`config.mk`:
```
export PLATFORM = sky130hd
export DESIGN_NAME = cache_ctrl
export DESIGN_NICKNAME = d
export VERILOG_FILES = /design/src/verilog/cache_pkg.sv /design/src/verilog/cache_ctrl.sv
export SDC_FILE = /design/constraint.sdc
export NUM_CORES = 1
export LEC_CHECK = 0
export BUFFER_PORTS_ARGS = -buffer_cell sky130_fd_sc_hd__buf_2
export CORE_AREA = 10 10 329 331
export CTS_CLUSTER_DIAMETER = 60
export DETAILED_ROUTE_END_ITERATION = 6
export DIE_AREA = 0 0 339 341
export GPL_TIMING_DRIVEN = 0
export HOLD_SLACK_MARGIN = 0.1
export PLACE_DENSITY = 0.3
export SYNTH_ARGS = -nofsm -noshare
export SYNTH_HDL_FRONTEND = slang
export SYNTH_SLANG_ARGS = --single-unit
```
`constraint.sdc`:
```
create_clock -name i_clk -period 10.9 [get_ports i_clk]
set_input_delay 1.635 -clock i_clk [delete_from_list [all_inputs] [get_ports i_clk]]
set_output_delay 1.635 -clock i_clk [all_outputs]
set_load 0.005 [all_outputs]
```
`src/verilog/cache_pkg.sv`:
```
// cache geometry constants, field types and the buffered request struct
package cache_pkg;

  // --------------------------------------------------
  // geometry: 4 KiB, 2 ways, 64 sets, 32-byte lines
  localparam int ADDR_W         = 32;
  localparam int WORD_W         = 64;
  localparam int STRB_W         = WORD_W / 8;
  localparam int LINE_W         = 256;
  localparam int WORDS_PER_LINE = LINE_W / WORD_W;
  localparam int WORD_SEL_W     = $clog2(WORDS_PER_LINE);
  localparam int OFFSET_W       = $clog2(LINE_W / 8);
  localparam int INDEX_W        = 6;
  localparam int NUM_SETS       = 1 << INDEX_W;
  localparam int TAG_W          = ADDR_W - INDEX_W - OFFSET_W;
  localparam int NUM_WAYS       = 2;

  // --------------------------------------------------
  typedef logic [WORD_W-1:0]     word_t;
  typedef logic [LINE_W-1:0]     line_t;
  typedef logic [TAG_W-1:0]      tag_t;
  typedef logic [INDEX_W-1:0]    index_t;
  typedef logic [STRB_W-1:0]     strb_t;
  typedef logic [WORD_SEL_W-1:0] word_sel_t;
  typedef logic [NUM_WAYS-1:0]   way_mask_t;

  typedef struct packed {
    logic      is_store;  // 1 = store
    index_t    index;
    tag_t      tag;
    word_sel_t word;      // word within the line
    strb_t     strb;
    word_t     wdata;
  } req_t;

endpackage

```
`src/verilog/cache_ctrl.sv`:
```
// main FSM, request buffer, hit word select and CPU strobes
`timescale 1ns/1ps

module cache_ctrl (
  input  logic                                       i_clk,
  input  logic                                       i_rst,
  input  logic                                       i_valid,
  input  logic                                       i_op,
  input  logic [cache_pkg::ADDR_W-1:0]               i_addr,
  input  cache_pkg::strb_t                           i_wstrb,
  input  cache_pkg::word_t                           i_wdata,
  input  cache_pkg::way_mask_t                       i_hit,
  input  logic                                       i_conflict,
  input  logic                                       i_miss_done,
  input  logic                                       i_miss_word_ok,
  input  cache_pkg::line_t [cache_pkg::NUM_WAYS-1:0] i_line,
  input  cache_pkg::word_t                           i_ret_data,
  output cache_pkg::req_t                            o_req,
  output logic                                       o_rd_en,
  output cache_pkg::index_t                          o_rd_index,
  output logic                                       o_store_hit,
  output logic                                       o_miss_start,
  output logic                                       o_addr_ok,
  output logic                                       o_data_ok,
  output cache_pkg::word_t                           o_rdata
);

  typedef enum logic [1:0] {
    S_IDLE,
    S_LOOKUP,
    S_MISS_WAIT
  } state_t;

  state_t           state_q;
  logic             miss_q;    // first miss cycle
  logic             hit;
  logic             lookup;
  logic             accept;
  cache_pkg::line_t hit_line;

  assign hit       = |i_hit;
  assign lookup    = (state_q == S_LOOKUP);
  assign o_addr_ok = ((state_q == S_IDLE) || (lookup && hit)) && !i_conflict;
  assign accept    = i_valid && o_addr_ok;

  // --------------------------------------------------
  // request buffer
  always_ff @(posedge i_clk) begin
    if (accept) begin
      o_req.is_store <= i_op;
      o_req.index    <= i_addr[cache_pkg::OFFSET_W +: cache_pkg::INDEX_W];
      o_req.tag      <= i_addr[cache_pkg::ADDR_W-1 -: cache_pkg::TAG_W];
      o_req.word     <= i_addr[cache_pkg::OFFSET_W-1 -: cache_pkg::WORD_SEL_W];
      o_req.strb     <= i_wstrb;
      o_req.wdata    <= i_wdata;
    end
  end

  // --------------------------------------------------
  always_ff @(posedge i_clk) begin
    if (i_rst) begin
      state_q <= S_IDLE;
      miss_q  <= 1'b0;
    end else begin
      miss_q <= o_miss_start;
      case (state_q)
        S_IDLE:      state_q <= accept ? S_LOOKUP : S_IDLE;
        S_LOOKUP:    state_q <= !hit ? S_MISS_WAIT : (accept ? S_LOOKUP : S_IDLE);
        S_MISS_WAIT: state_q <= i_miss_done ? S_IDLE : S_MISS_WAIT;
        default:     state_q <= S_IDLE;
      endcase
    end
  end

  // re-read the set once on a miss so the victim includes any drained store
  assign o_rd_en    = accept || miss_q;
  assign o_rd_index = miss_q ? o_req.index
                             : i_addr[cache_pkg::OFFSET_W +: cache_pkg::INDEX_W];

  assign o_store_hit  = lookup && hit && o_req.is_store;
  assign o_miss_start = lookup && !hit;

  assign hit_line  = i_hit[1] ? i_line[1] : i_line[0];
  assign o_rdata   = lookup ? hit_line[o_req.word*cache_pkg::WORD_W +: cache_pkg::WORD_W]
                            : i_ret_data;  // refill beat during a miss
  assign o_data_ok = (lookup && (hit || o_req.is_store)) ||
                     ((state_q == S_MISS_WAIT) && i_miss_word_ok);

endmodule

```
==> impl_metrics.ini <==
[power_and_ir_drop]
seq_power_share_pct = 36.8
p_sw_w = 0.000434
switching_share_pct = 34.1
p_leak_nw = 6.85
intPower_w = 0.000839
ir_drop_mv = 0.0625
power.density_nw_per_um2 = 85.8
clkPwrFrac_pct = 26.6
power_frac_comb_pct = 36.6

[worst_setup_path]
worstSetupPathType = input pin to output port
start_kind = input pin
crit_fanout = 10
worstSetupEndpointType = output port
worstPathRequired_ps = 9270
arrival_ps = 4090

[finish]
register_area_um2 = 3120
multi_input_area_um2 = 4850
final_common_cell = buf_2
final_cell_mix = 871 x buf_2, 134 x mux2_2, 128 x mux2i_1, 102 x edfxtp_1, 66 x nand2_1
drive_gt1_share_pct = 69.3
fillers = 11700
layout.nets = 2279
final_util_pct = 14.6
area_growth_pct = 75.9

[floorplanning]
die_area_um2 = 116000
die_w_um = 339
die_h_um = 341
io_pins = 866
core-area_um2 = 101000
initial_core_util_pct = 8.31
row_count = 117

[global_route]
grt_max_degree = 80
grt_first_pass_wirelength_um = 109000
track_usage_pct = 13.9
grt_overflow_total = 0
grt_pass1_vias = 11500
antenna_found_initial = 46

[min_path]
hold_class = register to register

[logic_synthesis]
ys_async_sr_fraction_pct = 0
synth_ff_type = edfxtp_1
synth_area_um2 = 8430
synth_edf_count = 102
synth_seq_area_share_pct = 37.0
avgSynthCellArea_um2 = 11.8
synth_cells = 716
synth_nets = 1405
ys_ff_latch = 105
ys_warn_count = 0
synth.distinct_cells = 27

[cts]
clk_pin_slew_ps = 80
cts_resized = 0
post-cts-setup-buffer-count = 0
clock_latency_ps = 380
cts.htree.levels = 3
cts_tree = built
root_buffer = clkbuf_16
cts_buffers = 9
ctsHoldBuffers = 0
cts_sinks = 105
clk_path_buf_depth = 2

[sta]
hold_violations = 0
setup_violations = 0
rsz0062_at_grt = false
skew_ps = 7.19
tns_ps = 0
timing.fmax_ghz = 0.175
finalCriticalPeriod_ps = 5730
final_max_slew_viol_count = 1
max_slew_margin_pct = -0.472
fin_crit_sh_pct = 52.5
tightest_slew_ps = 1510

[detailed_routing]
routedWlPerCell_um = 28.7
drtIter0Drc = 365
vias_per_cell = 3.43
drt_drc_violations_left = 0
firstDrtPassIters = 4
drtAntennaViolNets = 0
wirelength_um = 85400
vias = 10200

[job]
maxCapViolCount = 1

[outcome]
outcome = finished, violations left
violations = max-capacitance violations, max-slew violations

[placed_design]
hpwl_um = 77200
gp_congestion = 0.863
port-buffer-count = 861
## area by class of cell
cell class                      instances  share of cell area [%]
Multi-Input combinational cell        539                    32.7
Timing Repair Buffer                  863                    29.4
Sequential cell                       105                    21.1
Tap cell                             1368                    11.5
Buffer                                 70                    3.06
Clock buffer                           10                    1.54
Clock inverter                          6                   0.380
Antenna cell                           10                   0.169
Inverter                                2                  0.0844
## routing by layer
layer  vias to the layer above  GRT usage, %  share of wire [%]
li1                       4617             -                  -
met4                        46          1.91                1.2
met3                        94          4.02                6.7
met5                         -             0               0.33
met1                      4898          16.1                 41
met2                       528          25.4                 51
## flip-flops by register name (all words and copies together) (netlist names)
register	flops
miss_q	1
o_req	102
state_q	2
## power by group through the flow
stage	combinational (W)	sequential [W]	clock [W]
2_1_floorplan	0.000179	0.000480	0
3_3_place_gp	0.000475	0.000481	0
3_5_place_dp	0.000480	0.000478	0
4_1_cts	0.000482	0.000469	0.000357
5_1_grt	0.000502	0.000470	0.000369
6_report	0.000466	0.000468	0.000338
## worst max-delay path, cell delays in order
cell     delay (ps)
buf_6           120
buf_2           470
mux2_2          410
o22ai_1        1130
o31ai_2         110
buf_2           190
## synth_stat cells (5+ instances only)
| master | instances | area, µm² |
|---|---|---|
| buf_6 | 11 | 124 |
| mux2i_1 | 128 | 1280 |
| nand2_1 | 66 | 248 |
| buf_4 | 10 | 75.1 |
| o31ai_1 | 12 | 90.1 |
| edfxtp_1 | 102 | 3060 |
| o31ai_2 | 52 | 651 |
| o22ai_1 | 64 | 400 |
| buf_2 | 10 | 50.1 |
| mux2_2 | 134 | 1510 |
| buf_8 | 5 | 75.1 |
| buf_1 | 5 | 18.8 |
| clkbuf_1 | 29 | 109 |
| a22o_1 | 64 | 561 |
| nor2_1 | 6 | 22.5 |
## cells by family after synthesis
logic type	after synthesis	synth area share [%]
muxes	262	33.1
DFF	105	37.0
AOI/OAI and AO/OA	195	20.4
buffers and inverters	72	5.45
and+or+nand+nor	82	3.99
## worst paths after layout
check | start | to | slack (ps) | cells after the start
setup / recovery | i_hit[1] | o_rdata[29] | 5180 | 6
hold / removal | state_q[1]$_SDFF_PP0_ | state_q[1]$_SDFF_PP0_ | 540 | 2
setup reg to reg | state_q[0]$_SDFF_PP0_ | o_req[58]$_DFFE_PP_ | 8940 | 4
hold reg to reg | state_q[1]$_SDFF_PP0_ | state_q[1]$_SDFF_PP0_ | 540 | 2
## per-stage QoR
stage | hold slack, ps | std cells | setup WS (ps) | cell area (µm²) | power [W]
after floorplan | 476 | 716 | 6320 | 8430 | 0.000660
after global placement | 520 | 2945 | 4520 | 14500 | 0.000956
after detailed placement | 527 | 2947 | 5150 | 14500 | 0.000958
after CTS | 539 | 2963 | 4890 | 14800 | 0.00131
after global routing | 600 | 2966 | 4840 | 14800 | 0.00134
final | 541 | 2973 | 5180 | 14800 | 0.00127
(Power assumes the default switching activity.)
