### src/verilog/cache_pkg.sv
// cache geometry constants, field types and the buffered request struct
package cache_pkg;

  // --------------------------------------------------
  // geometry: 4 KiB, 2 ways, 64 sets, 32-byte lines
  localparam int ADDR_W         = 32;
  localparam int WORD_W         = 64;
  localparam int STRB_W         = WORD_W / 8;
  localparam int LINE_W         = 256;
  localparam int WORDS_PER_LINE = LINE_W / WORD_W;
  localparam int WORD_SEL_W     = $clog2(WORDS_PER_LINE);
  localparam int OFFSET_W       = $clog2(LINE_W / 8);
  localparam int INDEX_W        = 6;
  localparam int NUM_SETS       = 1 << INDEX_W;
  localparam int TAG_W          = ADDR_W - INDEX_W - OFFSET_W;
  localparam int NUM_WAYS       = 2;

  // --------------------------------------------------
  typedef logic [WORD_W-1:0]     word_t;
  typedef logic [LINE_W-1:0]     line_t;
  typedef logic [TAG_W-1:0]      tag_t;
  typedef logic [INDEX_W-1:0]    index_t;
  typedef logic [STRB_W-1:0]     strb_t;
  typedef logic [WORD_SEL_W-1:0] word_sel_t;
  typedef logic [NUM_WAYS-1:0]   way_mask_t;

  typedef struct packed {
    logic      is_store;  // 1 = store
    index_t    index;
    tag_t      tag;
    word_sel_t word;      // word within the line
    strb_t     strb;
    word_t     wdata;
  } req_t;

endpackage

### src/verilog/array_wr_if.sv
// word write port into the data array, with byte strobes
`timescale 1ns/1ps

interface array_wr_if;
  logic                 en;     // write this cycle
  logic                 way;    // target way
  cache_pkg::index_t    index;
  cache_pkg::word_sel_t word;
  cache_pkg::strb_t     strb;   // byte enables
  cache_pkg::word_t     data;

  modport src (output en, way, index, word, strb, data);
  modport dst (input en, way, index, word, strb, data);
endinterface

### src/verilog/cache_miss_unit.sv
// victim choice, dirty write-back, line refill and store merge
`timescale 1ns/1ps

module cache_miss_unit (
  input  logic                                       i_clk,
  input  logic                                       i_rst,
  input  logic                                       i_start,
  input  cache_pkg::req_t                            i_req,
  input  cache_pkg::way_mask_t                       i_valid,
  input  cache_pkg::way_mask_t                       i_dirty,
  input  cache_pkg::tag_t [cache_pkg::NUM_WAYS-1:0]  i_tags,
  input  cache_pkg::line_t [cache_pkg::NUM_WAYS-1:0] i_line,
  output logic                                       o_rd_req,
  output logic [cache_pkg::ADDR_W-1:0]               o_rd_addr,
  input  logic                                       i_rd_rdy,
  input  logic                                       i_ret_valid,
  input  logic                                       i_ret_last,
  input  cache_pkg::word_t                           i_ret_data,
  output logic                                       o_wr_req,
  output logic [cache_pkg::ADDR_W-1:0]               o_wr_addr,
  output cache_pkg::line_t                           o_wr_data,
  input  logic                                       i_wr_rdy,
  output logic                                       o_fill_en,
  output logic                                       o_fill_way,
  output logic                                       o_fill_dirty,
  output logic                                       o_word_ok,
  output logic                                       o_done,
  array_wr_if.src                                    refill_wr
);

  typedef enum logic [2:0] {
    M_IDLE,
    M_PREP,    // set re-read in flight, dirty bit settles
    M_WRITE,
    M_READ,
    M_REFILL
  } mstate_t;

  mstate_t              state_q;
  logic                 toggle_q;
  logic                 way_q;
  cache_pkg::word_sel_t beat_q;
  logic                 victim;
  logic                 beat;
  logic                 match;

  function automatic cache_pkg::word_t merge_word(cache_pkg::word_t old_w,
                                                  cache_pkg::word_t new_w,
                                                  cache_pkg::strb_t strb);
    cache_pkg::word_t res;
    res = old_w;
    for (int b = 0; b < cache_pkg::STRB_W; b++) begin
      if (strb[b]) begin
        res[b*8 +: 8] = new_w[b*8 +: 8];
      end
    end
    return res;
  endfunction

  assign victim = !i_valid[0] ? 1'b0 : (!i_valid[1] ? 1'b1 : toggle_q);  // invalid way first
  assign beat   = (state_q == M_REFILL) && i_ret_valid;
  assign match  = beat && (beat_q == i_req.word);

  // --------------------------------------------------
  always_ff @(posedge i_clk) begin
    if (i_rst) begin
      state_q  <= M_IDLE;
      toggle_q <= 1'b0;
      way_q    <= 1'b0;
      beat_q   <= '0;
    end else begin
      case (state_q)
        M_IDLE: begin
          if (i_start) begin
            state_q  <= M_PREP;
            toggle_q <= ~toggle_q;  // flips on every miss
          end
        end
        M_PREP: begin
          way_q   <= victim;
          state_q <= (i_valid[victim] && i_dirty[victim]) ? M_WRITE : M_READ;
        end
        M_WRITE: state_q <= i_wr_rdy ? M_READ : M_WRITE;
        M_READ: begin
          if (i_rd_rdy) begin
            state_q <= M_REFILL;
            beat_q  <= '0;
          end
        end
        M_REFILL: begin
          if (beat) begin
            beat_q  <= beat_q + 1'b1;
            state_q <= i_ret_last ? M_IDLE : M_REFILL;
          end
        end
        default: state_q <= M_IDLE;
      endcase
    end
  end

  // --------------------------------------------------
  // memory side, whole lines only
  assign o_wr_req  = (state_q == M_WRITE);
  assign o_wr_addr = {i_tags[way_q], i_req.index, {cache_pkg::OFFSET_W{1'b0}}};
  assign o_wr_data = i_line[way_q];  // victim line from the re-read
  assign o_rd_req  = (state_q == M_READ);
  assign o_rd_addr = {i_req.tag, i_req.index, {cache_pkg::OFFSET_W{1'b0}}};

  assign refill_wr.en    = beat;
  assign refill_wr.way   = way_q;
  assign refill_wr.index = i_req.index;
  assign refill_wr.word  = beat_q;
  assign refill_wr.strb  = '1;
  assign refill_wr.data  = (match && i_req.is_store) ?
                           merge_word(i_ret_data, i_req.wdata, i_req.strb) : i_ret_data;

  assign o_word_ok    = match && !i_req.is_store;
  assign o_done       = beat && i_ret_last;
  assign o_fill_en    = o_done;
  assign o_fill_way   = way_q;
  assign o_fill_dirty = i_req.is_store;

endmodule

### src/flat_wrapper.sv
// flat-port wrapper written by rule: the top's interface ports become plain ports
module cache_miss_unit_flat 
  (i_clk, i_rst, i_start, i_req, i_valid, i_dirty, i_tags, i_line, o_rd_req, o_rd_addr, i_rd_rdy, i_ret_valid, i_ret_last, i_ret_data, o_wr_req, o_wr_addr, o_wr_data, i_wr_rdy, o_fill_en, o_fill_way, o_fill_dirty, o_word_ok, o_done, refill_wr_en, refill_wr_way, refill_wr_index, refill_wr_word, refill_wr_strb, refill_wr_data);
  array_wr_if refill_wr_i ();
  input  logic i_clk;
  input  logic i_rst;
  input  logic i_start;
  input  cache_pkg::req_t i_req;
  input  cache_pkg::way_mask_t i_valid;
  input  cache_pkg::way_mask_t i_dirty;
  input  cache_pkg::tag_t [cache_pkg::NUM_WAYS-1:0] i_tags;
  input  cache_pkg::line_t [cache_pkg::NUM_WAYS-1:0] i_line;
  output logic o_rd_req;
  output logic [cache_pkg::ADDR_W-1:0] o_rd_addr;
  input  logic i_rd_rdy;
  input  logic i_ret_valid;
  input  logic i_ret_last;
  input  cache_pkg::word_t i_ret_data;
  output logic o_wr_req;
  output logic [cache_pkg::ADDR_W-1:0] o_wr_addr;
  output cache_pkg::line_t o_wr_data;
  input  logic i_wr_rdy;
  output logic o_fill_en;
  output logic o_fill_way;
  output logic o_fill_dirty;
  output logic o_word_ok;
  output logic o_done;
  output wire logic [$bits(refill_wr_i.en)-1:0] refill_wr_en;
  output wire logic [$bits(refill_wr_i.way)-1:0] refill_wr_way;
  output wire logic [$bits(refill_wr_i.index)-1:0] refill_wr_index;
  output wire logic [$bits(refill_wr_i.word)-1:0] refill_wr_word;
  output wire logic [$bits(refill_wr_i.strb)-1:0] refill_wr_strb;
  output wire logic [$bits(refill_wr_i.data)-1:0] refill_wr_data;
  assign refill_wr_en = refill_wr_i.en;
  assign refill_wr_way = refill_wr_i.way;
  assign refill_wr_index = refill_wr_i.index;
  assign refill_wr_word = refill_wr_i.word;
  assign refill_wr_strb = refill_wr_i.strb;
  assign refill_wr_data = refill_wr_i.data;
  cache_miss_unit u_core (.i_clk(i_clk), .i_rst(i_rst), .i_start(i_start), .i_req(i_req), .i_valid(i_valid), .i_dirty(i_dirty), .i_tags(i_tags), .i_line(i_line), .o_rd_req(o_rd_req), .o_rd_addr(o_rd_addr), .i_rd_rdy(i_rd_rdy), .i_ret_valid(i_ret_valid), .i_ret_last(i_ret_last), .i_ret_data(i_ret_data), .o_wr_req(o_wr_req), .o_wr_addr(o_wr_addr), .o_wr_data(o_wr_data), .i_wr_rdy(i_wr_rdy), .o_fill_en(o_fill_en), .o_fill_way(o_fill_way), .o_fill_dirty(o_fill_dirty), .o_word_ok(o_word_ok), .o_done(o_done), .refill_wr(refill_wr_i));
endmodule
### config.mk
export PLATFORM = sky130hd
export DESIGN_NAME = cache_miss_unit_flat
export DESIGN_NICKNAME = d
export VERILOG_FILES = /design/src/verilog/cache_pkg.sv /design/src/verilog/array_wr_if.sv /design/src/verilog/cache_miss_unit.sv /design/src/flat_wrapper.sv
export SDC_FILE = /design/constraint.sdc
export NUM_CORES = 1
export LEC_CHECK = 0
export BUFFER_PORTS_ARGS = -buffer_cell sky130_fd_sc_hd__buf_2
export CAP_MARGIN = 5
export CORE_AREA = 2 2 442 444
export DETAILED_ROUTE_END_ITERATION = 7
export DIE_AREA = 0 0 444 446
export PLACE_DENSITY = 0.3
export SYNTH_ARGS = -nofsm -noshare
export SYNTH_HDL_FRONTEND = slang
export SYNTH_SLANG_ARGS = --single-unit
### constraint.sdc
create_clock -name i_clk -period 3.4 [get_ports i_clk]
set_input_delay 0.17 -clock i_clk [delete_from_list [all_inputs] [get_ports i_clk]]
set_output_delay 0.17 -clock i_clk [all_outputs]
set_load 0.01 [all_outputs]
==> run summary <==
* 1.63% — synthesized-area fraction occupied by ao, oa, aoi and oai cells
* 77.4% — mux contribution to synthesized area
* 2225 — net count reported at finish
* 0 — number of hold violations in the final report
* 12.8% — all-layer global routing usage
* yes — TritonCTS clock tree
* 144 sq um — Sequential Area
* 40 ps — register clock-pin slew on the reported worst setup and hold paths
* 9.94 sq um — Avg Inst Size Synth
* sky130_fd_sc_hd__mux2_2, sky130_fd_sc_hd__buf_4, sky130_fd_sc_hd__dfxtp_1 — top area cells in the synthesized netlist
* 0 — remaining routing DRC violations
* 5.9% — share of total power in the clock network
* finished, final reports clean — outcome
* 8626 — vias in the first global route
* 1440 uW — internal power summed over all cells
* 2.81% — share of the yosys chip area belonging to registers
* 7 — clk sink count
* 2870 ps — data arrival time of the worst path
* 87 — maximum number of pins on one net before global-route repair
* 4064 — Finished Layout Cells
* 1 — # H-tree levels
* 89.2% — Combinational Power Share
* 57.7% — switching power share of the total
* 446 um — die extent in y
* 0.000173 V — largest voltage drop on the vdd net
* 4 — number of iterations in the first detailed-routing pass
* 33 — count of cell types in the netlist
* 9295 — via count of the routed design
* 134 mm — Total Wirelength
* 0.00578 uW — P_leak
* 0 — Max-Cap Viols
* 612 ps — pre-CTS WS
* 0 — overflow left after global routing
* 22900 — number of filler instances in the final layout
* 832 ps — measured slew at the worst slew-check pin
* sky130_fd_sc_hd__mux2_2, sky130_fd_sc_hd__buf_4, sky130_fd_sc_hd__buf_2 — most frequent cells after synthesis
* simple AND/OR/NAND/NOR gates — Largest delay share family, worst path
* 444 um — die outline width
* 2.58% — initial standard-cell utilization of the core
* 12 — Crit Path Max Fanout
* output port — kind of capture point of the worst setup path
* sky130_fd_sc_hd__mux2_2 — post-synthesis cell type with the largest combined area
* no — RSZ-0062 raised after global routing
* 0 — hold buffer count at cts
* 1 — buffers plus inverters on the worst setup path
* 1055 — IO Port Bufs
* 0 — Final setup violation count
* 1140 — num ports
* 4.9% — Sequential Power Share
* 164% — area growth from synthesis to layout
* 360 ps — fin worst setup slack
* 162 — Site Rows
* 32.9 um — DR WL/cell
* 3.43 ps — setup clock skew after layout
* 0.988 — last weighted congestion value of the routability-driven placer
* multiplexers — dominant combinational cell family by area after synthesis
* in2reg — HP Class
* sky130_fd_sc_hd__clkbuf_16 — clock root buffer
* 1960 uW — switching power
* 0% — proportion of register bits with asynchronous set or reset after synthesis
* 77.0% — portion of synthesized cell area occupied by the leading cell type
* nand4bb_4 > nor4_4 > and2_1 > mux2_2 > buf_2 — cells along the critical path
* 89.4% — crit share post-route
* 0 — number of gates resized after cts
* 194000 sq um — floorplan core area
* 0% — synthesized-area fraction occupied by adder cells
* 3040 ps — min Tclk post-route
* 3230 ps — worst endpoint required time
* 2.29 — number of vias per cell
* 177 — number of antenna violations at the first check in global routing
* 198000 sq um — die area
* 502 — number of instances in the synthesized netlist
* 230 ps — latest clock arrival within the worst-skew pair
* 0.527% — fraction of synthesized cell area in xor and xnor cells
* register — startpoint types
* 95.1% — fraction of final layout cells with drive strength greater than 1
* 2 — buffer levels on the longest clock path
* 227 ps — Min Hold Slack
* 129 mm — half-perimeter wire length after detailed placement
* 0 — yosys synthesis warning count
* 7 — flops & latches, synth
* 0 — number of setup buffers added after CTS
* 4031 — Inst Count DP
* sky130_fd_sc_hd__nor4_4 — CP max stage cell
* 0 — final antenna-violating net count
* sky130_fd_sc_hd__mux2_2 — most used standard cell by instance count after synthesis
* 4990 sq um — Netlist Area Pre-Place
* 150 mm — wire length of the first global-routing pass
* 44.4% — normalized max-slew margin
* 0 ps — total negative slack
* 259 nW/um^2 — power density over the cells
* 0 — final-report max-slew violation count
* 0 — number of synthesized flops with an enable pin
* 511 — Starting DRT DRC Count
* 660 ps — stage delay of the slowest cell on the critical path
* sky130_fd_sc_hd__dfxtp_1 — most used flip-flop cell after synthesis
* 4.54% — simple-gate area share of the yosys netlist
* 3 — number of buffers created by CTS
* reg2out — Setup Crit Path Kind
* 329 MHz — Fmax achieved
* 4260 sq um — area of the multi-input gates
final timing paths:
check	start	endpoint	slack (ps)	depth (start not counted)
worst max-delay path	u_core.state_q[2]	refill_wr_data[12]	360	5
worst min-delay path	i_valid[0]	u_core.o_fill_way	230	3
worst max register to register	u_core.state_q[2]	u_core.state_q[2]	1940	4
worst min register to register	u_core.toggle_q	u_core.toggle_q	570	2
logic make-up (layout without fill, tap and decap cells):
logic type	after synthesis	after routing
AOI/OAI and AO/OA	13	13
buffers and inverters	102	1077
muxes	343	343
DFF	7	7
xor gates and xnor gates	3	3
other	2	47
and+or+nand+nor	32	32
area by class of cell:
class	count	share of cell area [%]
Clock buffer	4	0.599
Inverter	6	0.171
Antenna cell	29	0.551
Multi-Input combinational cell	409	32.4
Tap cell	2542	24.2
Timing Repair Buffer	1067	41.1
Sequential cell	7	1.09
cell usage in the layout, fill, tap and decap left out, drive strengths merged:
| master | n |
|---|---|
| a41o | 1 |
| inv | 6 |
| a32oi | 1 |
| and2 | 3 |
| nor4 | 3 |
| mux2 | 341 |
| nor2 | 5 |
| nand3 | 1 |
| mux2i | 2 |
| nor3b | 2 |
| nand3b | 3 |
| diode | 29 |
| nor2b | 1 |
| a31oi | 2 |
| clkbuf | 4 |
| nor4b | 1 |
| conb | 18 |
| xnor2 | 1 |
| a21oi | 3 |
| xor2 | 2 |
| o21ai | 4 |
| nand2 | 7 |
| nor3 | 2 |
| a22oi | 1 |
| and3 | 1 |
| dfxtp | 7 |
| o31ai | 1 |
| buf | 1067 |
| nand4bb | 1 |
| nand2b | 2 |
power by group through the flow:
stage / Sequential, uW / Combinational (uW) / Clock [uW]
after floorplan: 126 / 1230 / 0
after global placement: 168 / 3190 / 0
after detailed placement: 171 / 3180 / 0
after CTS: 169 / 3190 / 203
after global routing: 178 / 3250 / 210
final: 167 / 3040 / 199
flip-flops by register name, summed over array words and instances, names as in the netlist:
register               cells
u_core.toggle_q            1
u_core.o_fill_way          1
u_core.state_q             3
u_core.refill_wr.word      2
per-stage QoR:
| step | total power, uW | util, % | instance area [sq um] |
|---|---|---|---|
| 6_report | 3410 | 6.80 | 13200 |
| 5_1_grt | 3630 | 6.77 | 13100 |
| 4_1_cts | 3570 | 6.76 | 13100 |
| 3_5_place_dp | 3350 | 6.72 | 13000 |
| 3_3_place_gp | 3360 | 6.72 | 13000 |
| 2_1_floorplan | 1360 | - | 5050 |
layer usage:
metal | share of wire [%] | global-route usage (%)
met1 | 35 | 13.4
met3 | 14 | 7.50
met5 | 0.38 | 0
met4 | 1.5 | 0.802
met2 | 50 | 22.7
worst register-to-register path, delay by kind of cell, from the launching register on:
family / cells / cell delay, ps
buf+inv: 1 / 110
simple gates: 1 / 220
flops: 1 / 600
compound gates: 2 / 400
Note: power is estimated with default switching activity, not from simulation.
