==> config.mk <==
export PLATFORM = sky130hd
export DESIGN_NAME = cache_write_buffer_flat
export DESIGN_NICKNAME = d
export VERILOG_FILES = /design/src/verilog/cache_pkg.sv /design/src/verilog/array_wr_if.sv /design/src/verilog/cache_write_buffer.sv /design/src/flat_wrapper.sv
export SDC_FILE = /design/constraint.sdc
export NUM_CORES = 1
export LEC_CHECK = 0
export BUFFER_PORTS_ARGS = -buffer_cell sky130_fd_sc_hd__buf_2
export CORE_MARGIN = 2
export CORE_UTILIZATION = 26
export CTS_CLUSTER_SIZE = 16
export DETAILED_ROUTE_END_ITERATION = 10
export GPL_ROUTABILITY_DRIVEN = 0
export GPL_TIMING_DRIVEN = 1
export HOLD_SLACK_MARGIN = 0.15
export PLACE_DENSITY_LB_ADDON = 0.12
export SKIP_LAST_GASP = 1
export SLEW_MARGIN = 40
export SYNTH_ARGS = -nofsm -noshare
export SYNTH_HDL_FRONTEND = slang
export SYNTH_SLANG_ARGS = --single-unit
export TNS_END_PERCENT = 1
==> constraint.sdc <==
create_clock -name i_clk -period 1.38 [get_ports i_clk]
set_clock_uncertainty 0.05 [all_clocks]
set_input_delay 0.138 -clock i_clk [delete_from_list [all_inputs] [get_ports i_clk]]
set_output_delay 0.138 -clock i_clk [all_outputs]
set_load 0.03 [all_outputs]
==> src/verilog/cache_pkg.sv <==
// cache geometry constants, field types and the buffered request struct
package cache_pkg;

  // --------------------------------------------------
  // geometry: 4 KiB, 2 ways, 64 sets, 32-byte lines
  localparam int ADDR_W         = 32;
  localparam int WORD_W         = 64;
  localparam int STRB_W         = WORD_W / 8;
  localparam int LINE_W         = 256;
  localparam int WORDS_PER_LINE = LINE_W / WORD_W;
  localparam int WORD_SEL_W     = $clog2(WORDS_PER_LINE);
  localparam int OFFSET_W       = $clog2(LINE_W / 8);
  localparam int INDEX_W        = 6;
  localparam int NUM_SETS       = 1 << INDEX_W;
  localparam int TAG_W          = ADDR_W - INDEX_W - OFFSET_W;
  localparam int NUM_WAYS       = 2;

  // --------------------------------------------------
  typedef logic [WORD_W-1:0]     word_t;
  typedef logic [LINE_W-1:0]     line_t;
  typedef logic [TAG_W-1:0]      tag_t;
  typedef logic [INDEX_W-1:0]    index_t;
  typedef logic [STRB_W-1:0]     strb_t;
  typedef logic [WORD_SEL_W-1:0] word_sel_t;
  typedef logic [NUM_WAYS-1:0]   way_mask_t;

  typedef struct packed {
    logic      is_store;  // 1 = store
    index_t    index;
    tag_t      tag;
    word_sel_t word;      // word within the line
    strb_t     strb;
    word_t     wdata;
  } req_t;

endpackage

==> src/verilog/array_wr_if.sv <==
// word write port into the data array, with byte strobes
`timescale 1ns/1ps

interface array_wr_if;
  logic                 en;     // write this cycle
  logic                 way;    // target way
  cache_pkg::index_t    index;
  cache_pkg::word_sel_t word;
  cache_pkg::strb_t     strb;   // byte enables
  cache_pkg::word_t     data;

  modport src (output en, way, index, word, strb, data);
  modport dst (input en, way, index, word, strb, data);
endinterface

==> src/verilog/cache_write_buffer.sv <==
// one-entry store buffer, drains hit stores and flags read-after-write conflicts
`timescale 1ns/1ps

module cache_write_buffer (
  input  logic                 i_clk,
  input  logic                 i_rst,
  input  logic                 i_load,
  input  cache_pkg::req_t      i_req,
  input  cache_pkg::way_mask_t i_hit,
  input  cache_pkg::index_t    i_new_index,
  input  cache_pkg::word_sel_t i_new_word,
  output logic                 o_conflict,
  output cache_pkg::way_mask_t o_dirty_way,
  output cache_pkg::index_t    o_dirty_index,
  array_wr_if.src              wb_wr
);

  logic                 pending_q;  // store waiting to drain
  cache_pkg::way_mask_t way_q;
  cache_pkg::index_t    index_q;
  cache_pkg::word_sel_t word_q;
  cache_pkg::strb_t     strb_q;
  cache_pkg::word_t     data_q;

  always_ff @(posedge i_clk) begin
    if (i_rst) begin
      pending_q <= 1'b0;
    end else begin
      pending_q <= i_load;  // always drains the next cycle
    end
  end

  always_ff @(posedge i_clk) begin
    if (i_load) begin
      way_q   <= i_hit;
      index_q <= i_req.index;
      word_q  <= i_req.word;
      strb_q  <= i_req.strb;
      data_q  <= i_req.wdata;
    end
  end

  // same word pending now or being loaded this cycle
  assign o_conflict = (pending_q && index_q == i_new_index && word_q == i_new_word) ||
                      (i_load && i_req.index == i_new_index && i_req.word == i_new_word);

  assign o_dirty_way   = pending_q ? way_q : '0;
  assign o_dirty_index = index_q;

  assign wb_wr.en    = pending_q;
  assign wb_wr.way   = way_q[1];
  assign wb_wr.index = index_q;
  assign wb_wr.word  = word_q;
  assign wb_wr.strb  = strb_q;
  assign wb_wr.data  = data_q;

endmodule

==> src/flat_wrapper.sv <==
// flat-port wrapper written by rule: the top's interface ports become plain ports
module cache_write_buffer_flat 
  (i_clk, i_rst, i_load, i_req, i_hit, i_new_index, i_new_word, o_conflict, o_dirty_way, o_dirty_index, wb_wr_en, wb_wr_way, wb_wr_index, wb_wr_word, wb_wr_strb, wb_wr_data);
  array_wr_if wb_wr_i ();
  input  logic i_clk;
  input  logic i_rst;
  input  logic i_load;
  input  cache_pkg::req_t i_req;
  input  cache_pkg::way_mask_t i_hit;
  input  cache_pkg::index_t i_new_index;
  input  cache_pkg::word_sel_t i_new_word;
  output logic o_conflict;
  output cache_pkg::way_mask_t o_dirty_way;
  output cache_pkg::index_t o_dirty_index;
  output wire logic [$bits(wb_wr_i.en)-1:0] wb_wr_en;
  output wire logic [$bits(wb_wr_i.way)-1:0] wb_wr_way;
  output wire logic [$bits(wb_wr_i.index)-1:0] wb_wr_index;
  output wire logic [$bits(wb_wr_i.word)-1:0] wb_wr_word;
  output wire logic [$bits(wb_wr_i.strb)-1:0] wb_wr_strb;
  output wire logic [$bits(wb_wr_i.data)-1:0] wb_wr_data;
  assign wb_wr_en = wb_wr_i.en;
  assign wb_wr_way = wb_wr_i.way;
  assign wb_wr_index = wb_wr_i.index;
  assign wb_wr_word = wb_wr_i.word;
  assign wb_wr_strb = wb_wr_i.strb;
  assign wb_wr_data = wb_wr_i.data;
  cache_write_buffer u_core (.i_clk(i_clk), .i_rst(i_rst), .i_load(i_load), .i_req(i_req), .i_hit(i_hit), .i_new_index(i_new_index), .i_new_word(i_new_word), .o_conflict(o_conflict), .o_dirty_way(o_dirty_way), .o_dirty_index(o_dirty_index), .wb_wr(wb_wr_i));
endmodule
==> results of run 1 <==
==> power groups by stage <==
stage	registers, uW	clock network [uW]	logic (uW)
floorplan	3510	0	98.2
global placement	3090	0	913
detailed placement	3090	0	915
CTS	3040	1760	1110
global route	3060	1850	1160
finish	3040	1680	1100
==> synthesized netlist by cell type, drive strengths merged <==
cell     n
xor2    11
nor4     2
and2     2
xnor2    5
nand3    2
nand4    1
edfxtp  82
nor3     1
o21ai    1
buf      6
dfxtp    1
nor2b    1
==> area by class of cell <==
cell class	count	share of cell area [%]
clock buffer	9	2.53
multi-input combinational	26	4.11
tap	136	3.48
sequential	83	50.7
timing repair buffer	277	37.8
clock inverter	7	1.33
==> path summary, 6_finish.rpt <==
kind                        startpoint                    end  slack (ps)  cells past startpoint
setup / recovery  u_core.wb_wr.word[1]             o_conflict        -380                      5
hold / removal                  i_load  u_core.wb_wr.data[29]         250                      2
==> critical path, stage by stage (launching register included) <==
cell	delay (ps)
edfxtp_1	410
xor2_1	160
nor3_1	280
nand4_1	150
o21ai_2	80
buf_6	140
==> routing by layer <==
| layer | share of wire (%) | GRT usage, % | vias to the layer above |
|---|---|---|---|
| met5 | 0 | 0 | - |
| met4 | 1.1 | 4.79 | 0 |
| met3 | 8.5 | 4.90 | 8 |
| met2 | 51 | 20.8 | 107 |
| met1 | 39 | 13.4 | 936 |
| li1 | - | - | 1001 |
==> what timing repair did <==
item,4_1_cts,5_1_grt
hold endpoints to repair,84,0
resized for setup,2,0
endpoints found under the setup margin,1,3
hold buffers,84,0
buffers inserted,1,0
pin swaps,1,0
gates cloned,0,0
==> flip-flops by register name, summed over array words and instances (netlist names) <==
register / count
u_core.wb_wr.strb: 8
u_core.wb_wr.en: 1
u_core.wb_wr.word: 2
u_core.o_dirty_index: 6
u_core.way_q: 2
u_core.wb_wr.data: 64
==> through the flow <==
step	setup slack [ps]	TNS [ps]	area [um2]
final	-382	-382	4900
after global routing	-499	-592	4900
after CTS	-409	-452	4900
after detailed placement	-50.6	-50.6	3850
after global placement	-37.6	-37.6	3850
after floorplan	-95.4	-95.4	2730
==> cell families after synthesis <==
kind of cell / Yosys count / synth area share (%)
DFF: 83 / 91.1
xor gates and xnor gates: 16 / 5.14
and+or+nand+nor: 9 / 1.93
buffers and inverters: 6 / 1.65
AOI/OAI and AO/OA: 1 / 0.183
==> results.md, run 1 <==
* Final Slew Violations at 0
* Final setup violation count at 1
* Period utilisation layout at 128%
* Crit. End Element: primary output
* Final min period at 1760 ps
* Syn Area/Cell at 23.7 um2
* Hold_ws at 246 ps
* Fmax at 567 MHz
* Combinational share of power at 18.9%
* Non-Filler Instances at 538
* Routed len/inst at approximately 13 um
* CTS tree: built
* Clk buf depth at 2
* Vias in the first global route at about 2,100
* Worst Path Max Fanout at 2
* Max-cap violations at 0
* Relative slew margins at 79.6%
* Cells after Synth at 115
* Row Count at 37
* Residual DRC at 0
* Starting Density at 26.6%
* Largest cells by area after synthesis: edfxtp_1 (90%), xor2_1 (3.5%), buf_4 (1.7%)
* Violated checks: setup timing
* CP arrival at 1570 ps
* Power share of the clock group at 28.9%
* Multi-input combinational cell area at 201 um2
* Top cell type's share of synthesized area at 90.4%
* Vias at just over 2,000
* Share of cells above drive strength 1 at 52.2%
* Register clock-pin slew on the reported worst setup and hold paths at 90 ps
* Gr usage total at 12.1%
* N_diodes at 0
* Outcome: finished, violations left
* CTS Buf Count at 9
* Switching share of power at approximately 29%
* Area grow syn2layout at 79.7%
* Most frequent cells in the layout: buf_2 (181), dlygate4sd3_1 (84), edfxtp_1 (82), xor2_1 (11), buf_4 (10)
* IO Pins at around 200
* Internal power at 4130 uW
* Min-delay worst type: input pin to flop
* Seq/Total Area, Yosys at 91.1%
* Vias per std cell at 3.81
* Fillers at 902
* I/O Buffers at approximately 180
* Die area at around 11,000 um2
* CTS Root Cell: clkbuf_8
* Final #Nets at 512
* Largest net degree at the start of global routing at 37
* Leading area contributor after synthesis: edfxtp_1
* DR iter-0 viols at 58
* Commonest non-fill, non-tap cell in the layout: buf_2
* Total Power at 5810 uW
* Post-synthesis net count at 230
* Total Wirelength at 6.99 mm
* CTS Sinks at 83
* Initial antenna violation count at 0
* Startpoint types: flop
* Synth warn at 0
* Actual slew at the worst max-slew pin at 306 ps
* Pleak at 0.00211 uW
* Mapped Area at 2730 um2
* Util after Layout at 47.9%
* Crit path required time at 1190 ps
* First-pass GRT wire length at 10.3 mm
* Synth cell types at 12
* Placed cell count at 437
* DRT Pass-1 Iters at 4
* Reg power frac at a little over half
* Flip-flop and latch area at roughly 2500 um2
* Final hold violation count at 0
* P per Cell Area at 1190 nW/um2
* Number of synthesized register bits at 83
* RSZ-0062 raised after global routing: true
* Core area at 10,200 um2
* Crit Path Class: flop to primary output
* GRT overflow at 0
* Half-perimeter wire length after placement at around 4.7 mm
* ANT nets after route at 0
* Peak supply drop at 0.000572 V
* DIE WIDTH at 106 um
* Worst Slack Setup Final at -382 ps
* CTS H-tree depth at 3
* NetSw at ~1700 uW
* Die Y at around 110 um
Power figures use the tool's default switching activity.
==> run 2, diff against run 1 <==
--- a/config.mk
+++ b/config.mk
@@ -5,13 +5,13 @@
 export SDC_FILE = /design/constraint.sdc
 export NUM_CORES = 1
 export LEC_CHECK = 0
+export ABC_AREA = 1
 export BUFFER_PORTS_ARGS = -buffer_cell sky130_fd_sc_hd__buf_2
 export CORE_MARGIN = 2
 export CORE_UTILIZATION = 26
 export CTS_CLUSTER_SIZE = 16
 export DETAILED_ROUTE_END_ITERATION = 10
 export GPL_ROUTABILITY_DRIVEN = 0
-export GPL_TIMING_DRIVEN = 1
 export HOLD_SLACK_MARGIN = 0.15
 export PLACE_DENSITY_LB_ADDON = 0.12
 export SKIP_LAST_GASP = 1
==> run 2 against run 1 <==
The flow still finishes with violations (setup timing). Non-clock buffer count is 3 lower. Utilization is 1.6 points lower. Die area is 4.2% higher. Critical path depth is 3 higher. Largest power group unchanged.
==> results.md, run 2 <==
* Post-synth EDFFs at 82 (unchanged)
* Worst Path Max Fanout at 3 (+1)
* Die area at 11,800 um2 (+4.2%)
* Violated checks: setup timing
* CTS Sinks at 83 (unchanged)
* Mapped Area at 2840 um2 (+4.3%)
* Flip-flop and latch area at 2480 um2 (unchanged)
* Crit. End Element: primary output
* Vias per std cell at 3.83 (+0.50%)
* CTS tree: built
* WP buf/inv at 2 (+1)
* Top cell type's share of synthesized area at 86.6% (-3.7 points)
* Max-cap violations at 0 (unchanged)
* P per Cell Area at 1140 nW/um2 (-3.7%)
* DRT Pass-1 Iters at 4 (unchanged)
* Final min period at 1550 ps (-217 ps)
* Multi-input combinational cell area at 233 um2 (+16%)
* Residual DRC at 0 (unchanged)
* Largest net degree at the start of global routing at 62 (+68%)
* Most frequent cells after synthesis: edfxtp_1 (82), nand2_1 (33), inv_1 (22)
* IO Pins at 206 (unchanged)
* Routed len/inst at 12.6 um (-3.0%)
* Main synth FF type: edfxtp_1
* Vias at 2,254 (+9.8%)
* Core area at 10,700 um2 (+5.0%)
* Syn Area/Cell at 17.3 um2 (-27%)
* Final #Nets at 558 (+9.0%)
* RSZ-0062 raised after global routing: true
* Relative slew margins at 77.7% (-1.9 points)
* Pleak at 0.00227 uW (+7.4%)
* Peak supply drop at 0.000654 V (+14%)
* Commonest non-fill, non-tap cell in the layout: buf_2
* Outcome: finished, violations left
* Most common cell in the synthesized netlist: edfxtp_1
* Number of flip-flops in the largest register at 64 (unchanged)
* Number of synthesized register bits at 83 (unchanged)
* CTS H-tree depth at 3 (unchanged)
* Cell depth of the worst setup path at 8 (+3)
* Synth cell types at 11 (-1)
* Final Slew Violations at 0 (unchanged)
* First-pass GRT wire length at 11.1 mm (+6.9%)
* GRT overflow at 0 (unchanged)
* Max incr delay on CP at 410 ps (about the same)
* DR iter-0 viols at 56 (-3.4%)
* Share of cells above drive strength 1 at 45.8% (-6.5 points)
* CTS Buf Count at 9 (unchanged)
* DIE WIDTH at 109 um (+2.1%)
* Register clock-pin slew on the reported worst setup and hold paths at 90 ps (about the same)
* Period utilisation layout at 112% (-16 points)
* Cells after Synth at 164 (+43%)
* ANT nets after route at 0 (unchanged)
* Largest cells by area after synthesis: edfxtp_1 (87%), nand2_1 (4.4%), inv_1 (2.9%)
* Fillers at 1,017 (+13%)
* Starting Density at 26.5% (-0.18 points)
* Asr flop ratio synth at 0% (unchanged)
* CP max stage cell: edfxtp_1
* Half-perimeter wire length after placement at 4.92 mm (+5.3%)
* Row Count at 38 (+2.7%)
* Min-delay worst type: input pin to flop
* Startpoint types: flop
* Gr usage total at 12.6% (+0.50 points)
* Leading area contributor after synthesis: edfxtp_1
* Total Power at 5680 uW (-2.2%)
* Util after Layout at 46.3% (-1.6 points)
* Final Cell Area at 4970 um2 (+1.5%)
* Largest delay share family, worst path: simple AND/OR/NAND/NOR gates
* Final hold violation count at 0 (unchanged)
* Actual slew at the worst max-slew pin at 335 ps (+28.9 ps)
* CP cell instances: inv_1, nand2_1, nand2_1, nand2_1, nor2_1, nand3_1, nand2_1, buf_6
* Vias in the first global route at 2,371 (+11%)
* Initial antenna violation count at 0 (unchanged)
* Post-synthesis net count at 279 (+21%)
* Cell Area, Placed at 3930 um2 (+1.9%)
* Crit path required time at 1190 ps (about the same)
* CP most frequent cell: nand2_1
* I/O Buffers at 183 (unchanged)
* Fmax at 647 MHz (+14%)
* Hold_ws at 296 ps (+50.5 ps)
* CP arrival at 1360 ps (-210 ps)
* Most frequent cells in the layout: buf_2 (181), dlygate4sd3_1 (84), edfxtp_1 (82), nand2_1 (33), inv_1 (22)
* N_diodes at 0 (unchanged)
* Seq/Total Area, Yosys at 87.3% (-3.8 points)
* CTS Root Cell: clkbuf_8
* Final setup violation count at 1 (unchanged)
* Worst Slack Setup Final at -166 ps (+217 ps)
* Hold path cells at 2 (unchanged)
* Die Y at 109 um (+2.1%)
* Clk buf depth at 2 (unchanged)
* Total Wirelength at 7.41 mm (+6.0%)
* Crit Path Class: flop to primary output
* Synth warn at 0 (unchanged)
* Area grow syn2layout at 74.8%
* Post-place setup slack at 127 ps (+177 ps)
## run 2: cell count changes after synthesis, moves of 5 or more
| cell | delta |
|---|---|
| nand2_1 | +33 |
| inv_1 | +22 |
| nor2_1 | +8 |
| xor2_1 | -7 |
| xnor2_1 | -5 |
## run 2: cells by family after synthesis
group,count (synthesis),share of synthesized area (%)
and+or+nand+nor,46,6.34
xor gates and xnor gates,4,1.23
DFF,83,87.3
AOI/OAI and AO/OA,3,0.616
buffers and inverters,28,4.49
## run 2: cell type report
cell class,count,share of cell area (%)
flip-flops and latches,83,49.9
repair buffers,274,36.8
multi-input cells,53,4.68
well taps,140,3.52
clock buffers,10,2.57
inverters,22,1.66
clock inverters,6,0.780
## run 2: stage by stage
stage          std cells  setup TNS [ps]
3_3_place_gp         484               0
2_1_floorplan        164               0
5_1_grt              588            -292
6_report             588            -166
4_1_cts              588            -208
3_5_place_dp         484               0
## run 2: worst paths after layout
path,slack [ps],start,endpoint
worst min-delay path,300,i_load,u_core.wb_wr.data[46]
worst max-delay path,-170,u_core.o_dirty_index[4],o_conflict
## run 2: layer usage
metal | global-route usage (%) | vias up | share of wire [%] | wire (um)
met2 | 20.9 | 113 | 49 | 3660
met5 | 0 | - | 0 | 0
met3 | 5.49 | 9 | 10 | 744
met1 | 14.1 | 1016 | 39 | 2880
met4 | 5.40 | 0 | 1.7 | 126
li1 | - | 1116 | - | -
## run 2: repair_timing
action	4_1_cts	5_1_grt
hold buffers	84	0
gates resized for setup	2	0
setup endpoints to repair	1	1
pin swaps	2	1
buffers inserted	4	0
endpoints found under the hold margin	83	0
## run 2: where the power goes
group          total, uW  internal, uW  switching (uW)
Sequential          3040          2990            52.4
Combinational       1110           432             678
Clock               1530           655             877
Total               5680          4070            1610
==> run 3, diff against run 2 <==
==> constraint.sdc (replaced) <==
create_clock -name i_clk -period 1.4 [get_ports i_clk]
set_clock_uncertainty 0.05 [all_clocks]
set_input_delay 0.14 -clock i_clk [delete_from_list [all_inputs] [get_ports i_clk]]
set_output_delay 0.14 -clock i_clk [all_outputs]
set_load 0.03 [all_outputs]
==> run 3 against run 2 <==
The run still ends with setup timing left. Routed wire length is 1.8% lower. Sequential share of layout area hardly changed. Clock power increased by 9%. Die area is the same. Via count decreased by 0.53%. Final cell count decreased by 0.51%. Sequential cell count unchanged. Sequential power decreased by 1%. Power grew 1.2%. First-iteration DRC count is 54% higher. Worst setup slack improved by 17 ps. Clock-buffer cell count rose by 2.
==> results.md, run 3 (same netlist as run 2, synthesis figures left out) <==
* Half-perimeter wire length after placement at 4.71 mm (-4.3%)
* Largest delay share family, worst path: flip-flops
* CP most frequent cell: nand2_1
* CTS H-tree depth at 3 (unchanged)
* DR iter-0 viols at 86 (+54%)
* Total Wirelength at 7.27 mm (-1.8%)
* Worst Path Max Fanout at 3 (unchanged)
* Die Y at 109 um (unchanged)
* CP cell instances: inv_1, nand2_1, nand2_1, nand2_1, nor2_1, nand3_1, nand2_1, buf_6
* Period utilisation layout at 111%
* Fmax at 646 MHz
* Fillers at 1,014 (-0.29%)
* Register clock-pin slew on the reported worst setup and hold paths at 80 ps (about the same)
* Crit. End Element: primary output
* Top layer in use: met4
* Flip-flop and latch area at 2480 um2 (unchanged)
* Outcome: finished, violations left
* Final #Nets at 555 (-0.54%)
* IO Pins at 206 (unchanged)
* CTS Sinks at 83 (unchanged)
* Hold path cells at 2 (unchanged)
* Number of flip-flops in the largest register at 64 (unchanged)
* CP max stage cell: edfxtp_1
* Met2 routed WL at 3.48 mm (-5.1%)
* WL met1 at 2.88 mm (about the same)
* Final min period at about 1500 ps
* Share of cells above drive strength 1 at 44.9% (-0.82 points)
* WP buf/inv at 2 (unchanged)
* Vias at 2,242 (-0.53%)
* Cell Area, Placed at 3920 um2 (-0.19%)
* Initial antenna violation count at 0 (unchanged)
* N_diodes at 0 (unchanged)
* Cell depth of the worst setup path at 8 (unchanged)
* Routed wire length on met3 at 685 um (-7.9%)
* Startpoint types: flop
* Min-delay worst type: input pin to flop
* CTS Root Cell: clkbuf_8
* Largest net degree at the start of global routing at 83 (+34%)
* Row Count at 38 (unchanged)
* Worst Slack Setup Final at -149 ps (+17.2 ps)
* Routed len/inst at 12.4 um (-1.3%)
* Relative slew margins at 70.2% (-7.5 points)
* Peak supply drop at 0.000715 V (+9.4%)
* GRT overflow at 0 (unchanged)
* Area grow syn2layout at 74.7% (about the same)
* Most frequent cells in the layout: buf_2 (181), dlygate4sd3_1 (84), edfxtp_1 (82), nand2_1 (33), inv_1 (22)
* First-pass GRT wire length at 10.8 mm (-2.6%)
* Crit path required time at 1210 ps (+20 ps)
* Max-cap violations at 0 (unchanged)
* Die area at 11,800 um2 (unchanged)
* CTS Buf Count at 9 (unchanged)
* Final Slew Violations at 0 (unchanged)
* DRT Pass-1 Iters at 2 (-2)
* DIE WIDTH at 109 um (unchanged)
* CP arrival at 1360 ps (about the same)
* Crit Path Class: flop to primary output
* Vias per std cell at 3.83 (about the same)
* Final Cell Area at 4970 um2 (about the same)
* Max incr delay on CP at 410 ps (about the same)
* Gr usage total at 12.5% (-0.090 points)
* Final hold violation count at 0 (unchanged)
* Violated checks: setup timing
* Total Power at 5750 uW (+1.2%)
* I/O Buffers at 183 (unchanged)
* Residual DRC at 0 (unchanged)
* Final setup violation count at 1 (unchanged)
* CTS tree: built
* Vias in the first global route at 2,283 (-3.7%)
* Actual slew at the worst max-slew pin at 447 ps (+112 ps)
* P per Cell Area at 1160 nW/um2 (+1.3%)
* ANT nets after route at 0 (unchanged)
* RSZ-0062 raised after global routing: true
* Post-place setup slack at 147 ps (+19.7 ps)
* Starting Density at 26.5% (unchanged)
* Core area at 10,700 um2 (unchanged)
* Multi-input combinational cell area at 233 um2 (unchanged)
* Pleak at 0.00226 uW (-0.45%)
* Clk buf depth at 2 (unchanged)
* Commonest non-fill, non-tap cell in the layout: buf_2
-- run 3: cell count changes in the layout (fill, tap and decap cells not counted), sizes merged --
cell,before,now
clkinv,3,1
bufinv,0,1
buf,190,187
inv,24,23
clkbuf,10,12
-- run 3: metal layers --
| layer | global-route usage, % | vias to the layer above |
|---|---|---|
| li1 | - | 1111 |
| met1 | 13.9 | 1003 |
| met2 | 19.8 | 109 |
| met3 | 5.06 | 19 |
| met4 | 8.33 | 0 |
| met5 | 0 | - |
-- run 3: worst paths after layout --
path	start	to	slack, ps
setup / recovery	u_core.o_dirty_index[4]	o_conflict	-150
hold / removal	i_load	u_core.wb_wr.data[42]	310
-- run 3: area by class of cell --
type / count / share of cell area, %
sequential: 83 / 50.0
multi-input combinational: 53 / 4.69
timing repair buffer: 271 / 36.4
inverter: 22 / 1.66
tap: 140 / 3.53
clock inverter: 4 / 1.01
clock buffer: 12 / 2.72
-- run 3: metrics by stage --
step	hold slack, ps	std cells	utilization, %	TNS, ps
finish	309	585	46.2	-149
global route	318	585	46.2	-271
CTS	313	585	46.2	-200
detailed placement	261	483	36.5	0
global placement	265	483	36.5	0
floorplan	162	164	-	0
-- run 3: repair_timing --
action                                  4_1_cts  5_1_grt
hold buffers                                 84        0
gates cloned                                  0        0
hold endpoints to repair                     83        0
setup buffers                                 2        0
endpoints found under the setup margin        1        1
resized for setup                             2        0
pin swaps                                     0        1
-- run 3: power breakdown --
group	switching (uW)	leakage (uW)	internal, uW	total, uW
combinational	663	0.00136	419	1080
clock	844	0.0000886	828	1670
sequential	52.3	0.000811	2940	3000
